### config.mk
export PLATFORM = sky130hd
export DESIGN_NAME = ara
export DESIGN_NICKNAME = d
export VERILOG_FILES = /design/src/logic/ara_pkg.sv /design/src/logic/rvv_pkg.sv /design/src/logic/ara.sv /design/src/logic/ara_dispatcher.sv /design/src/logic/ara_reduction.sv /design/src/logic/ara_sequencer.sv /design/src/logic/vlane.sv
export VERILOG_INCLUDE_DIRS = /design/src /design/src/include
export SDC_FILE = /design/constraint.sdc
export NUM_CORES = 2
export LEC_CHECK = 0
export CAP_MARGIN = 10
export CORE_UTILIZATION = 55
export CTS_CLUSTER_DIAMETER = 40
export DETAILED_ROUTE_END_ITERATION = 8
export DONT_BUFFER_PORTS = 1
export PLACE_DENSITY_LB_ADDON = 0.25
export SETUP_SLACK_MARGIN = 0.3
export SLEW_MARGIN = 20
export SYNTH_ARGS = -nofsm -noshare
export SYNTH_HDL_FRONTEND = slang
export SYNTH_SLANG_ARGS = --single-unit
export TNS_END_PERCENT = 5
### constraint.sdc
create_clock -name clk_i -period 7.4 [get_ports clk_i]
set_input_delay 0.74 -clock clk_i [delete_from_list [all_inputs] [get_ports clk_i]]
set_output_delay 0.74 -clock clk_i [all_outputs]
set_load 0.03 [all_outputs]
### src/include/ara_macros.svh
/* Vector coprocessor size parameters
   Lane count, element width, slots per lane and register count */

`ifndef ARA_MACROS_SVH
`define ARA_MACROS_SVH

////////////////////////////////////////////////////////////
// Datapath geometry
////////////////////////////////////////////////////////////

// Number of lanes, power of two
`define ARA_NR_LANES 4

// Element width in bits
`define ARA_ELEN 16

// Elements per lane in each vector register
`define ARA_SLOTS 4

// Vector registers in the register file
`define ARA_NR_VREGS 8

`endif

### src/logic/ara_pkg.sv
/* Microarchitecture types: sequencer states, slot and lane indices */

`include "ara_macros.svh"

package ara_pkg;

  typedef enum logic [1:0] {
    SEQ_IDLE   = 2'd0,
    SEQ_RUN    = 2'd1,
    SEQ_REDUCE = 2'd2
  } seq_state_e;

  // Keep at least one bit for a single slot or lane
  localparam int unsigned SlotW = (`ARA_SLOTS > 1) ? $clog2(`ARA_SLOTS) : 1;
  localparam int unsigned LaneW = (`ARA_NR_LANES > 1) ? $clog2(`ARA_NR_LANES) : 1;

  typedef logic [SlotW-1:0] slot_t;
  typedef logic [LaneW-1:0] lane_id_t;

endpackage : ara_pkg

### src/logic/rvv_pkg.sv
/* Vector ISA types: opcodes, elements and register indices */

`include "ara_macros.svh"

package rvv_pkg;

  // Supported vector opcodes, other codes are undefined
  typedef enum logic [3:0] {
    VADD    = 4'h0,
    VSUB    = 4'h1,
    VAND    = 4'h2,
    VXOR    = 4'h3,
    VMV_VX  = 4'h4,
    VID     = 4'h5,
    VREDSUM = 4'h6,
    VMV_XS  = 4'h7
  } vop_e;

  // One vector element
  typedef logic [`ARA_ELEN-1:0] elen_t;

  // Vector register index
  typedef logic [$clog2(`ARA_NR_VREGS)-1:0] vreg_t;

endpackage : rvv_pkg

### src/logic/ara.sv
/* Vector coprocessor top level: dispatcher, sequencer,
   a row of lanes and the reduction unit */

`timescale 1ns/1ps
`include "ara_macros.svh"

module ara import ara_pkg::*; import rvv_pkg::*; #(
  parameter int unsigned NrLanes = `ARA_NR_LANES
) (
  input  logic  clk_i,
  input  logic  rst_n_i,
  // Host request
  input  logic  acc_req_valid_i,
  input  vop_e  acc_req_op_i,
  input  vreg_t acc_req_vd_i,
  input  vreg_t acc_req_vs1_i,
  input  vreg_t acc_req_vs2_i,
  input  elen_t acc_req_scalar_i,
  output logic  acc_req_ready_o,
  // Host response
  output logic  acc_resp_valid_o,
  output elen_t acc_resp_data_o,
  output logic  acc_resp_error_o
);

  // Dispatcher to sequencer and lanes
  logic  seq_start;
  logic  seq_done;
  vop_e  seq_op;
  vreg_t seq_vd;
  vreg_t seq_vs1;
  vreg_t seq_vs2;
  elen_t seq_scalar;
  // Sequencer broadcast
  logic  elem_valid;
  slot_t elem_slot;
  logic  acc_clear;
  logic  red_req;
  // Lanes to reduction
  elen_t [NrLanes-1:0] partial_sum;
  elen_t [NrLanes-1:0] elem0;
  logic  red_valid;
  elen_t red_result;

  ara_dispatcher i_dispatcher (
    .clk_i            (clk_i           ),
    .rst_n_i          (rst_n_i         ),
    .acc_req_valid_i  (acc_req_valid_i ),
    .acc_req_op_i     (acc_req_op_i    ),
    .acc_req_vd_i     (acc_req_vd_i    ),
    .acc_req_vs1_i    (acc_req_vs1_i   ),
    .acc_req_vs2_i    (acc_req_vs2_i   ),
    .acc_req_scalar_i (acc_req_scalar_i),
    .acc_req_ready_o  (acc_req_ready_o ),
    .acc_resp_valid_o (acc_resp_valid_o),
    .acc_resp_data_o  (acc_resp_data_o ),
    .acc_resp_error_o (acc_resp_error_o),
    .seq_start_o      (seq_start       ),
    .seq_op_o         (seq_op          ),
    .seq_vd_o         (seq_vd          ),
    .seq_vs1_o        (seq_vs1         ),
    .seq_vs2_o        (seq_vs2         ),
    .seq_scalar_o     (seq_scalar      ),
    .seq_done_i       (seq_done        ),
    .red_valid_i      (red_valid       ),
    .red_result_i     (red_result      )
  );

  ara_sequencer i_sequencer (
    .clk_i        (clk_i     ),
    .rst_n_i      (rst_n_i   ),
    .seq_start_i  (seq_start ),
    .seq_op_i     (seq_op    ),
    .seq_done_o   (seq_done  ),
    .elem_valid_o (elem_valid),
    .elem_slot_o  (elem_slot ),
    .acc_clear_o  (acc_clear ),
    .red_req_o    (red_req   )
  );

  ////////////////////////////////////////////////////////////
  // Lanes
  ////////////////////////////////////////////////////////////

  for (genvar l = 0; l < NrLanes; l++) begin : gen_lanes
    vlane #(
      .LaneId (lane_id_t'(l))
    ) i_vlane (
      .clk_i         (clk_i         ),
      .rst_n_i       (rst_n_i       ),
      .elem_valid_i  (elem_valid    ),
      .elem_slot_i   (elem_slot     ),
      .acc_clear_i   (acc_clear     ),
      .op_i          (seq_op        ),
      .vd_i          (seq_vd        ),
      .vs1_i         (seq_vs1       ),
      .vs2_i         (seq_vs2       ),
      .scalar_i      (seq_scalar    ),
      .partial_sum_o (partial_sum[l]),
      .elem0_o       (elem0[l]      )
    );
  end : gen_lanes

  // Scalar read takes element 0 from lane 0
  ara_reduction i_reduction (
    .clk_i         (clk_i      ),
    .rst_n_i       (rst_n_i    ),
    .red_req_i     (red_req    ),
    .red_op_i      (seq_op     ),
    .scalar_i      (seq_scalar ),
    .partial_sum_i (partial_sum),
    .lane0_elem0_i (elem0[0]   ),
    .red_valid_o   (red_valid  ),
    .red_result_o  (red_result )
  );

  ////////////////////////////////////////////////////////////
  // Elaboration checks
  ////////////////////////////////////////////////////////////

  if (NrLanes == 0)
    $error("ara needs at least one lane");

  if (NrLanes != 2**$clog2(NrLanes))
    $error("ara lane count must be a power of two");

  if (NrLanes != `ARA_NR_LANES)
    $error("ara lane count must match ARA_NR_LANES");

endmodule : ara

### src/logic/ara_dispatcher.sv
/* Dispatcher: takes host requests, checks opcodes, holds operands
   and returns scalar or error responses */

`timescale 1ns/1ps

module ara_dispatcher import rvv_pkg::*; (
  input  logic  clk_i,
  input  logic  rst_n_i,
  // Host request
  input  logic  acc_req_valid_i,
  input  vop_e  acc_req_op_i,
  input  vreg_t acc_req_vd_i,
  input  vreg_t acc_req_vs1_i,
  input  vreg_t acc_req_vs2_i,
  input  elen_t acc_req_scalar_i,
  output logic  acc_req_ready_o,
  // Host response
  output logic  acc_resp_valid_o,
  output elen_t acc_resp_data_o,
  output logic  acc_resp_error_o,
  // Sequencer
  output logic  seq_start_o,
  output vop_e  seq_op_o,
  output vreg_t seq_vd_o,
  output vreg_t seq_vs1_o,
  output vreg_t seq_vs2_o,
  output elen_t seq_scalar_o,
  input  logic  seq_done_i,
  // Reduction unit
  input  logic  red_valid_i,
  input  elen_t red_result_i
);

  logic  busy_q;
  logic  start_q;
  logic  err_q;
  logic  accept;
  logic  op_defined;
  vop_e  op_q;
  vreg_t vd_q;
  vreg_t vs1_q;
  vreg_t vs2_q;
  elen_t scalar_q;

  assign acc_req_ready_o = !busy_q;
  assign accept          = acc_req_valid_i && acc_req_ready_o;
  assign op_defined      = acc_req_op_i inside {VADD, VSUB, VAND, VXOR,
                                                VMV_VX, VID, VREDSUM, VMV_XS};

  ////////////////////////////////////////////////////////////
  // Control
  ////////////////////////////////////////////////////////////

  // Busy from acceptance until done or the error answer
  always_ff @(posedge clk_i or negedge rst_n_i) begin
    if (!rst_n_i) begin
      busy_q  <= 1'b0;
      start_q <= 1'b0;
      err_q   <= 1'b0;
    end else begin
      start_q <= accept && op_defined;
      err_q   <= accept && !op_defined;
      if (accept) begin
        busy_q <= 1'b1;
      end else if (err_q || seq_done_i) begin
        busy_q <= 1'b0;
      end
    end
  end

  // Operand holding registers
  always_ff @(posedge clk_i) begin
    if (accept) begin
      op_q     <= acc_req_op_i;
      vd_q     <= acc_req_vd_i;
      vs1_q    <= acc_req_vs1_i;
      vs2_q    <= acc_req_vs2_i;
      scalar_q <= acc_req_scalar_i;
    end
  end

  assign seq_start_o  = start_q;
  assign seq_op_o     = op_q;
  assign seq_vd_o     = vd_q;
  assign seq_vs1_o    = vs1_q;
  assign seq_vs2_o    = vs2_q;
  assign seq_scalar_o = scalar_q;

  // Error answer carries zero data
  assign acc_resp_valid_o = err_q || red_valid_i;
  assign acc_resp_error_o = err_q;
  assign acc_resp_data_o  = err_q ? '0 : red_result_i;

  // Reduction results only arrive for an instruction in flight
  a_resp_when_busy : assert property (
    @(posedge clk_i) disable iff (!rst_n_i)
    acc_resp_valid_o |-> busy_q
  );

endmodule : ara_dispatcher

### src/logic/ara_reduction.sv
/* Reduction unit: sums the lane partials and the scalar,
   or returns element 0 for a scalar read */

`timescale 1ns/1ps
`include "ara_macros.svh"

module ara_reduction import rvv_pkg::*; (
  input  logic                         clk_i,
  input  logic                         rst_n_i,
  input  logic                         red_req_i,
  input  vop_e                         red_op_i,
  input  elen_t                        scalar_i,
  input  elen_t [`ARA_NR_LANES-1:0]    partial_sum_i,
  input  elen_t                        lane0_elem0_i,
  output logic                         red_valid_o,
  output elen_t                        red_result_o
);

  elen_t sum;
  logic  valid_q;
  elen_t result_q;

  // Wraps modulo 2**ELEN
  always_comb begin
    sum = scalar_i;
    for (int l = 0; l < `ARA_NR_LANES; l++) begin
      sum = sum + partial_sum_i[l];
    end
  end

  always_ff @(posedge clk_i or negedge rst_n_i) begin
    if (!rst_n_i) begin
      valid_q <= 1'b0;
    end else begin
      valid_q <= red_req_i;
    end
  end

  always_ff @(posedge clk_i) begin
    if (red_req_i) begin
      result_q <= (red_op_i == VMV_XS) ? lane0_elem0_i : sum;
    end
  end

  assign red_valid_o  = valid_q;
  assign red_result_o = valid_q ? result_q : '0;

endmodule : ara_reduction

### src/logic/ara_sequencer.sv
/* Sequencer: steps the element slots of one instruction and
   requests a reduction cycle for scalar results */

`timescale 1ns/1ps
`include "ara_macros.svh"

module ara_sequencer import ara_pkg::*; import rvv_pkg::*; (
  input  logic  clk_i,
  input  logic  rst_n_i,
  // Dispatcher
  input  logic  seq_start_i,
  input  vop_e  seq_op_i,
  output logic  seq_done_o,
  // Lanes and reduction unit
  output logic  elem_valid_o,
  output slot_t elem_slot_o,
  output logic  acc_clear_o,
  output logic  red_req_o
);

  seq_state_e state_q;
  seq_state_e state_d;
  slot_t      slot_q;
  logic       done_q;
  logic       last_slot;
  logic       needs_red;

  assign last_slot = (slot_q == slot_t'(`ARA_SLOTS - 1));
  assign needs_red = seq_op_i inside {VREDSUM, VMV_XS};

  always_comb begin
    state_d = state_q;
    case (state_q)
      SEQ_IDLE: begin
        if (seq_start_i) begin
          state_d = SEQ_RUN;
        end
      end
      SEQ_RUN: begin
        if (last_slot) begin
          state_d = needs_red ? SEQ_REDUCE : SEQ_IDLE;
        end
      end
      SEQ_REDUCE: state_d = SEQ_IDLE;
      default:    state_d = SEQ_IDLE;
    endcase
  end

  always_ff @(posedge clk_i or negedge rst_n_i) begin
    if (!rst_n_i) begin
      state_q <= SEQ_IDLE;
      slot_q  <= '0;
      done_q  <= 1'b0;
    end else begin
      state_q <= state_d;
      // Done one cycle after the last strobe or the reduce cycle
      done_q  <= (state_q == SEQ_RUN && last_slot && !needs_red) ||
                 (state_q == SEQ_REDUCE);
      if (state_q == SEQ_RUN) begin
        slot_q <= last_slot ? '0 : slot_q + 1'b1;
      end else begin
        slot_q <= '0;
      end
    end
  end

  assign seq_done_o   = done_q;
  assign elem_valid_o = (state_q == SEQ_RUN);
  assign elem_slot_o  = slot_q;
  assign acc_clear_o  = seq_start_i && (state_q == SEQ_IDLE);
  assign red_req_o    = (state_q == SEQ_REDUCE);

  ////////////////////////////////////////////////////////////
  // Checks
  ////////////////////////////////////////////////////////////

  // Dispatcher only starts an idle sequencer
  a_start_idle : assert property (
    @(posedge clk_i) disable iff (!rst_n_i)
    seq_start_i |-> state_q == SEQ_IDLE
  );

  // A strobe burst lasts exactly one slot per cycle
  a_strobe_len : assert property (
    @(posedge clk_i) disable iff (!rst_n_i)
    $rose(elem_valid_o) |-> elem_valid_o [*`ARA_SLOTS] ##1 !elem_valid_o
  );

endmodule : ara_sequencer

### src/logic/vlane.sv
/* Vector lane: register file slice, element ALU and
   partial-sum accumulator for reductions */

`timescale 1ns/1ps
`include "ara_macros.svh"

module vlane import ara_pkg::*; import rvv_pkg::*; #(
  parameter lane_id_t LaneId = '0
) (
  input  logic  clk_i,
  input  logic  rst_n_i,
  // Sequencer broadcast
  input  logic  elem_valid_i,
  input  slot_t elem_slot_i,
  input  logic  acc_clear_i,
  input  vop_e  op_i,
  input  vreg_t vd_i,
  input  vreg_t vs1_i,
  input  vreg_t vs2_i,
  input  elen_t scalar_i,
  // Reduction unit
  output elen_t partial_sum_o,
  output elen_t elem0_o
);

  // Register file slice, one element per slot
  elen_t vrf_q [`ARA_NR_VREGS][`ARA_SLOTS];

  elen_t acc_q;
  elen_t op_a;
  elen_t op_b;
  elen_t result;
  logic  writes_vd;
  logic  vrf_we;

  assign op_a = vrf_q[vs1_i][elem_slot_i];
  assign op_b = vrf_q[vs2_i][elem_slot_i];

  ////////////////////////////////////////////////////////////
  // Element ALU
  ////////////////////////////////////////////////////////////

  always_comb begin
    result    = '0;
    writes_vd = 1'b1;
    case (op_i)
      VADD:   result = op_a + op_b;
      VSUB:   result = op_a - op_b;
      VAND:   result = op_a & op_b;
      VXOR:   result = op_a ^ op_b;
      VMV_VX: result = scalar_i;
      // Global index of this slot in this lane
      VID:    result = elen_t'(int'(elem_slot_i) * `ARA_NR_LANES + int'(LaneId));
      default: writes_vd = 1'b0;
    endcase
  end

  assign vrf_we = elem_valid_i && writes_vd;

  always_ff @(posedge clk_i) begin
    if (vrf_we) begin
      vrf_q[vd_i][elem_slot_i] <= result;
    end
  end

  // Partial sum of vs2 over this lane's slots
  always_ff @(posedge clk_i or negedge rst_n_i) begin
    if (!rst_n_i) begin
      acc_q <= '0;
    end else if (acc_clear_i) begin
      acc_q <= '0;
    end else if (elem_valid_i && op_i == VREDSUM) begin
      acc_q <= acc_q + op_b;
    end
  end

  assign partial_sum_o = acc_q;
  assign elem0_o       = vrf_q[vs2_i][0];

  // Consecutive writes step through the slots in order
  a_write_order : assert property (
    @(posedge clk_i) disable iff (!rst_n_i)
    vrf_we && $past(elem_valid_i) |-> elem_slot_i == slot_t'($past(elem_slot_i) + 1'b1)
  );

endmodule : vlane

== Yosys cells after proc, flatten, opt, wreduce, memory -nomap -nowiden ==
Memory sizes are Yosys's and may differ from the RTL's. A register that Yosys moved wholly into a read port is not among the register bits.
Index checks and enable logic that the tools add are counted.
Cells by class
  mux-type cells: 60
  $add $sub $neg: 20
  eq/ne operators: 19
  $lt $le $gt $ge: 2
  reductions and logical operators: 24
  bitwise gates (word level): 9
Operator list (count)
  16-bit two-way mux: 28
  16-bit one-hot mux with 6 select lines: 4
  16-bit binary-select mux with 2-bit select: 8
  16-bit adder: 12
  16-bit AND: 4
  64-bit two-way mux: 1
  16-bit subtractor: 4
  16-bit XOR: 4
  16-bit demux with 2-bit select: 1
  4-bit by 3-bit == test with 1-bit output, second input constant: 8
  3-bit two-way mux: 8
  4-bit by 2-bit == test with 1-bit output, second input constant: 4
  4-bit by 2-bit adder with 5-bit output, second input constant: 2
  2-bit two-way mux: 5
  1-bit logical AND: 9
  4-bit by 1-bit == test with 1-bit output, second input constant: 2
  4-bit logical NOT: 2
  8-bit nonzero test: 1
  2-bit nonzero test: 3
  6-bit OR reduction: 1
  4-bit by 1-bit adder with 5-bit output, second input constant: 1
  2-bit == test, second input constant: 2
  1-bit two-way mux: 4
  2-bit inequality test, second input constant: 2
  other kinds (10): 14
Word-level totals
  RAM bits: 2048
  memories: 4
  register bits: 118
  output and inout bits: 19
  input port bits: 32
Memories
  gen_lanes[0].i_vlane.vrf_q: words 8, width 64, read ports 2, clocked after Yosys merged registers in 2, write ports 1, RTL line vlane.sv:27  | elen_t vrf_q [`ARA_NR_VREGS][`ARA_SLOTS];
  gen_lanes[1].i_vlane.vrf_q: words 8, width 64, read ports 2, clocked after Yosys merged registers in 2, write ports 1, RTL line vlane.sv:27
  gen_lanes[2].i_vlane.vrf_q: words 8, width 64, read ports 2, clocked after Yosys merged registers in 2, write ports 1, RTL line vlane.sv:27
  gen_lanes[3].i_vlane.vrf_q: words 8, width 64, read ports 2, clocked after Yosys merged registers in 2, write ports 1, RTL line vlane.sv:27

== Logic depth before layout (Yosys ltp) ==
  depth after elaboration: 7
  mapped depth: 27
  mapped depth without buffers: 22

== Hierarchy ==
A second synthesis with hierarchy kept.
Unflattened totals
  cell total of the unflattened synthesis: 6467
  area, all modules: 110677.4 sq um
Modules (own cells, without submodules)
  vlane (gen_lanes[0].i_vlane): times used 1, sequential area each 15775.1 sq um, area each 26790.7 sq um, cells an instance 1579
  vlane (gen_lanes[2].i_vlane): times used 1, sequential area each 15775.1 sq um, area each 26613.0 sq um, cells an instance 1497
  vlane (gen_lanes[1].i_vlane): times used 1, sequential area each 15775.1 sq um, area each 26522.9 sq um, cells an instance 1491
  vlane (gen_lanes[3].i_vlane): times used 1, sequential area each 15775.1 sq um, area each 26512.9 sq um, cells an instance 1489
  ara_reduction: times used 1, sequential area each 505.5 sq um, area each 2879.0 sq um, cells an instance 337
  ara_dispatcher: times used 1, sequential area each 945.9 sq um, area each 1123.6 sq um, cells an instance 56
  ara_sequencer: times used 1, sequential area each 125.1 sq um, area each 235.2 sq um, cells an instance 18

== Least setup slack after synthesis ==
Ideal clock, no wire load.
  path type: reg2reg
  start point: register with a tool-made name
  end point: memory gen_lanes[1].i_vlane.vrf_q[0][12] (netlist name), data pin
  cell stages (with the launch flop): 21
  library setup time: 0.454 ns
  path slack: 0.830 ns
  arrival: 6.116 ns
  period minus slack after synthesis: 6.570 ns
  buffers on the path: 5
  path through: dfxtp_1 -> clkbuf_1 -> buf_2 -> buf_2 -> buf_1 -> buf_1 -> mux4_2 -> mux4_2 -> nand2_1 -> nand2_1 -> ha_1 -> nor2b_1 -> o21ai_0 -> a21boi_0 -> o21ai_0 -> a21oi_1 -> o21ai_0 -> a21oi_1 -> o22ai_1 -> xor2_1 -> o21ai_0
RTL lines (RTL line)
  end: declaration: vlane.sv:27

==> qor.yml <==
sta:
  setup_viol: 0
  timing.final.crit_share_pct: 90.9
  worst_tran_pin_value_ns: 1.20
  post-route-min-period_ns: 6.73
  final-hold-violation-count: 0
  worst_clk_skew_ns: 0.0581
  slew_viol_final: 0
  timing.slew.headroom_pct: 20.0
  rsz0062_at_grt: "no"
  fmax_mhz: 149
  fin_tns_setup_ns: 0
outcome:
  failed_checks: "design-rule violations"
  outcome: "finished with violations"
logic_synthesis:
  most_numerous_cell_in_the_yosys_netlist: "sky130_fd_sc_hd__edfxtp_1"
  synth-edff-count: 2093
  netlist_area_mm2: 0.109
  ranking_of_synthesized_cells_by_area: "sky130_fd_sc_hd__edfxtp_1 (58%), sky130_fd_sc_hd__mux4_2 (22%), sky130_fd_sc_hd__mux2i_1 (2.8%), sky130_fd_sc_hd__ha_1 (2.4%), sky130_fd_sc_hd__dfrtp_1 (1.7%)"
  synth_nets: 6377
  synth.yosys.seq_area_share_pct: 59.7
  asyncSetResetFlopFracSynth_pct: 3.36
  synth_commonest_cells: "sky130_fd_sc_hd__edfxtp_1 (2093), sky130_fd_sc_hd__mux4_2 (1053), sky130_fd_sc_hd__nand2_1 (372)"
  synth_area_per_cell_um2: 17.8
  yosys.area.top_type_share_pct: 57.9
  synth_warnings: 0
  synth_ff_type: "sky130_fd_sc_hd__edfxtp_1"
  yosysUniqueCellTypes: 86
  synthesis.instances: 6085
  ys_ff_latch: 2172
  synth_top_area_cell: "sky130_fd_sc_hd__edfxtp_1"
worst_setup_path:
  crit_slowest_cell: "sky130_fd_sc_hd__dfxtp_4"
  endpoint_kind: "flop"
  timing.critical_path.arrival_ns: 7.36
  rr_worst_depth: 20
  path_buf_inv: 2
  path_delay_family: "compound AO/OA/AOI/OAI gates"
  highest_net_fanout_along_the_worst_path: 32
  cpMostUsedCell: "sky130_fd_sc_hd__a21oi_1"
  r2r-end: "gen_lanes[0].i_vlane.vrf_q[3][63]"
  timing.setup.critical_path_class: "flop to flop"
  critical_path.cell_chain: "buf_12 > buf_4 > mux4_2 > mux2i_1 > nor2_1 > or3_1 > nor4_2 > and2_1 > nor2b_1 > a21oi_1 > xnor2_1 > ha_1 > and3_1 > a21oi_1 > o21ai_0 > o21a_1 > a21o_1 > a21oi_1 > xnor2_1 > o21ai_4"
  critPathLaunchType: "flop"
  worst-r2r-setup-slack_ns: 0.67
  timing.critical_path.slowest_cell_delay_ns: 0.82
  worstPathRequired_ns: 8.04
final_layout:
  area.growth.synth_to_final_pct: 14.6
  layout.area.seq_mm2: 0.0648
  nNetsFinal: 6665
  fin_cells: 9240
  layout-drive-gt1-share_pct: 30.8
  multi_input_area_mm2: 0.0419
  filler_cell_count: 13200
route:
  route.final.wire_length_mm: 351
  vias_per_cell: 7.29
  avgRoutedWirePerCell_um: 38.0
  first_pass_iters: 9
  first_iter_violations: 10400
  detail_route.drc_violations: 4
  drt.antenna.violating_nets: 0
  detailroute.via_count: 67400
cts:
  max-clock-path-buffers: 4
  cts_setup_buffers: 0
  cts_root_buf: "sky130_fd_sc_hd__clkbuf_16"
  cts-buffers-inserted: 315
  cts.htree.levels: 5
  clk_pin_slew_ns: 0.06
  clk-insertion-delay-late_ns: 0.96
  cts_tree: "yes"
  cts_num_sinks: 2172
die:
  core_ar_mm2: 0.196
  die_area_mm2: 0.199
  starting_density_pct: 55.5
  fp-row-count: 162
  boundaryPins: 51
  die_y_um: 446
  die_w_um: 446
global_routing:
  grt-busiest-layer: "met2"
  grt_use_met3_pct: 11.1
  wire_length_of_the_first_global_routing_pass_mm: 493
  grt_pass1_vias: 66700
  grt_overflow: 0
  initial_antenna_violation_count: 15
  met1_usage_pct: 47.7
  grt_start_max_net_pins: 75
  groute.usage.overall_pct: 35.5
  grtUsageMet2_pct: 53.1
placement:
  buffer_ports.inserted: 0
  placed_instances: 8644
  gp_routability_congestion: 0.929
  hpwlAfterDp_mm: 206
worst_hold_path:
  worst_hold_startpoint: "acc_req_vs2_i[1]"
  hold_depth: 2
  min_path_type: "primary input to flop"
pwr:
  cellPowerDensity_mw_per_mm2: 224
  ir_drop_mv: 0.227
  total_power_mw: 27.9
  static-leakage-power_nw: 43.2
flow_run:
  max-cap-violations: 0
==> sequential cells by signal, summed over array words and instances, names as in the netlist, 3 cells and up, named ones only <==
register                         count
gen_lanes.i_vlane.vrf_q           2048
gen_lanes.i_vlane.partial_sum_o     64
i_dispatcher.seq_scalar_o           16
i_reduction.result_q                16
i_dispatcher.seq_op_o                4
i_dispatcher.seq_vd_o                3
i_dispatcher.seq_vs1_o               3
i_dispatcher.seq_vs2_o               3
==> repair_timing <==
action | 4_1_cts | 5_1_grt
endpoints found under the hold margin | 108 | 0
gates resized for setup | 0 | 0
hold buffers | 31 | 0
==> cells in the final DEF (no fill, tap or decap), types with 28 or more instances in the layout <==
cell	n
sky130_fd_sc_hd__mux2_2	28
sky130_fd_sc_hd__xnor2_1	113
sky130_fd_sc_hd__dlygate4sd3_1	30
sky130_fd_sc_hd__nor2_1	118
sky130_fd_sc_hd__clkbuf_1	29
sky130_fd_sc_hd__nand2_1	371
sky130_fd_sc_hd__clkinv_1	39
sky130_fd_sc_hd__a22oi_1	105
sky130_fd_sc_hd__and2_1	33
sky130_fd_sc_hd__a21oi_1	102
sky130_fd_sc_hd__inv_6	36
sky130_fd_sc_hd__a222oi_1	48
sky130_fd_sc_hd__mux2i_1	305
sky130_fd_sc_hd__buf_12	58
sky130_fd_sc_hd__clkinvlp_4	41
sky130_fd_sc_hd__inv_1	146
sky130_fd_sc_hd__nand3_1	61
sky130_fd_sc_hd__clkbuf_16	321
sky130_fd_sc_hd__edfxtp_1	2093
sky130_fd_sc_hd__nor2_4	39
sky130_fd_sc_hd__nor3_1	33
sky130_fd_sc_hd__a22o_1	67
sky130_fd_sc_hd__fa_1	52
sky130_fd_sc_hd__dfrtp_1	71
sky130_fd_sc_hd__a21o_1	43
sky130_fd_sc_hd__xor2_1	53
sky130_fd_sc_hd__mux4_2	1053
sky130_fd_sc_hd__ha_1	208
sky130_fd_sc_hd__o21ai_0	75
sky130_fd_sc_hd__buf_4	269
sky130_fd_sc_hd__o22ai_1	37
==> cells by family after synthesis <==
| logic type | count (synthesis) | share of synthesized area [%] |
|---|---|---|
| AOI/OAI and AO/OA | 726 | 4.77 |
| xor gates and xnor gates | 166 | 1.34 |
| adders and majority gates | 260 | 3.35 |
| buffers and inverters | 546 | 2.37 |
| DFF | 2172 | 59.7 |
| muxes | 1386 | 24.9 |
| and+or+nand+nor | 829 | 3.56 |
==> through the flow <==
| stage | util [%] | hold WS, ns | setup slack, ns | area [µm²] |
|---|---|---|---|---|
| after floorplan | - | 0.399 | 0.830 | 109000 |
| after global placement | 58.1 | 0.409 | 0.613 | 114000 |
| after detailed placement | 58.1 | 0.421 | 0.471 | 114000 |
| after CTS | 63.5 | 0.00207 | 0.417 | 124000 |
| after global routing | 63.6 | 0.0589 | 0.383 | 124000 |
| final | 63.6 | 0.0643 | 0.674 | 124000 |
==> how the worst max path moves through the flow <==
stage	startpoint	slack [ns]	cells past startpoint	to
after floorplan	flop	0.83	20	gen_lanes[1].i_vlane.vrf_q[0][12]
after global placement	flop	0.61	20	gen_lanes[0].i_vlane.vrf_q[6][15]
after detailed placement	flop	0.47	20	gen_lanes[0].i_vlane.vrf_q[4][47]
after CTS	flop	0.42	20	gen_lanes[0].i_vlane.vrf_q[5][63]
after global routing	flop	0.38	20	gen_lanes[0].i_vlane.vrf_q[3][63]
final	flop	0.67	20	gen_lanes[0].i_vlane.vrf_q[3][63]
==> worst register-to-register path, stage by stage (launching register included) <==
cell,delay [ns]
sky130_fd_sc_hd__dfxtp_4,0.82
sky130_fd_sc_hd__buf_12,0.32
sky130_fd_sc_hd__buf_4,0.51
sky130_fd_sc_hd__mux4_2,0.57
sky130_fd_sc_hd__mux2i_1,0.33
sky130_fd_sc_hd__nor2_1,0.07
sky130_fd_sc_hd__or3_1,0.47
sky130_fd_sc_hd__nor4_2,0.46
sky130_fd_sc_hd__and2_1,0.20
sky130_fd_sc_hd__nor2b_1,0.13
sky130_fd_sc_hd__a21oi_1,0.09
sky130_fd_sc_hd__xnor2_1,0.15
sky130_fd_sc_hd__ha_1,0.37
sky130_fd_sc_hd__and3_1,0.17
sky130_fd_sc_hd__a21oi_1,0.10
sky130_fd_sc_hd__o21ai_0,0.19
sky130_fd_sc_hd__o21a_1,0.26
sky130_fd_sc_hd__a21o_1,0.18
sky130_fd_sc_hd__a21oi_1,0.29
sky130_fd_sc_hd__xnor2_1,0.17
sky130_fd_sc_hd__o21ai_4,0.57
==> layout make-up <==
| class | count | area share, % |
|---|---|---|
| sequential | 2172 | 52.1 |
| multi-input combinational | 3367 | 33.6 |
| clock buffer | 353 | 6.58 |
| timing repair buffer | 366 | 2.94 |
| tap | 2624 | 2.64 |
| clock inverter | 200 | 1.62 |
| inverter | 151 | 0.474 |
| antenna | 7 | 0.0141 |
==> per-layer routing <==
metal | up-vias | part of all wire (%) | wire [µm]
li1 | 26100 | - | -
met1 | 35000 | 35 | 125000
met2 | 5233 | 45 | 159000
met3 | 989 | 14 | 49400
met4 | 24 | 5.3 | 18700
met5 | - | 0.045 | 158
==> power breakdown <==
group	leakage [nW]	total, mW	switching, mW	internal [mW]
Combinational	17.8	0.0267	0.0144	0.0122
Sequential	20.6	13.3	0	13.3
Clock	4.87	14.6	5.69	8.91
Total	43.2	27.9	5.71	22.2
(Power assumes the default switching activity.)
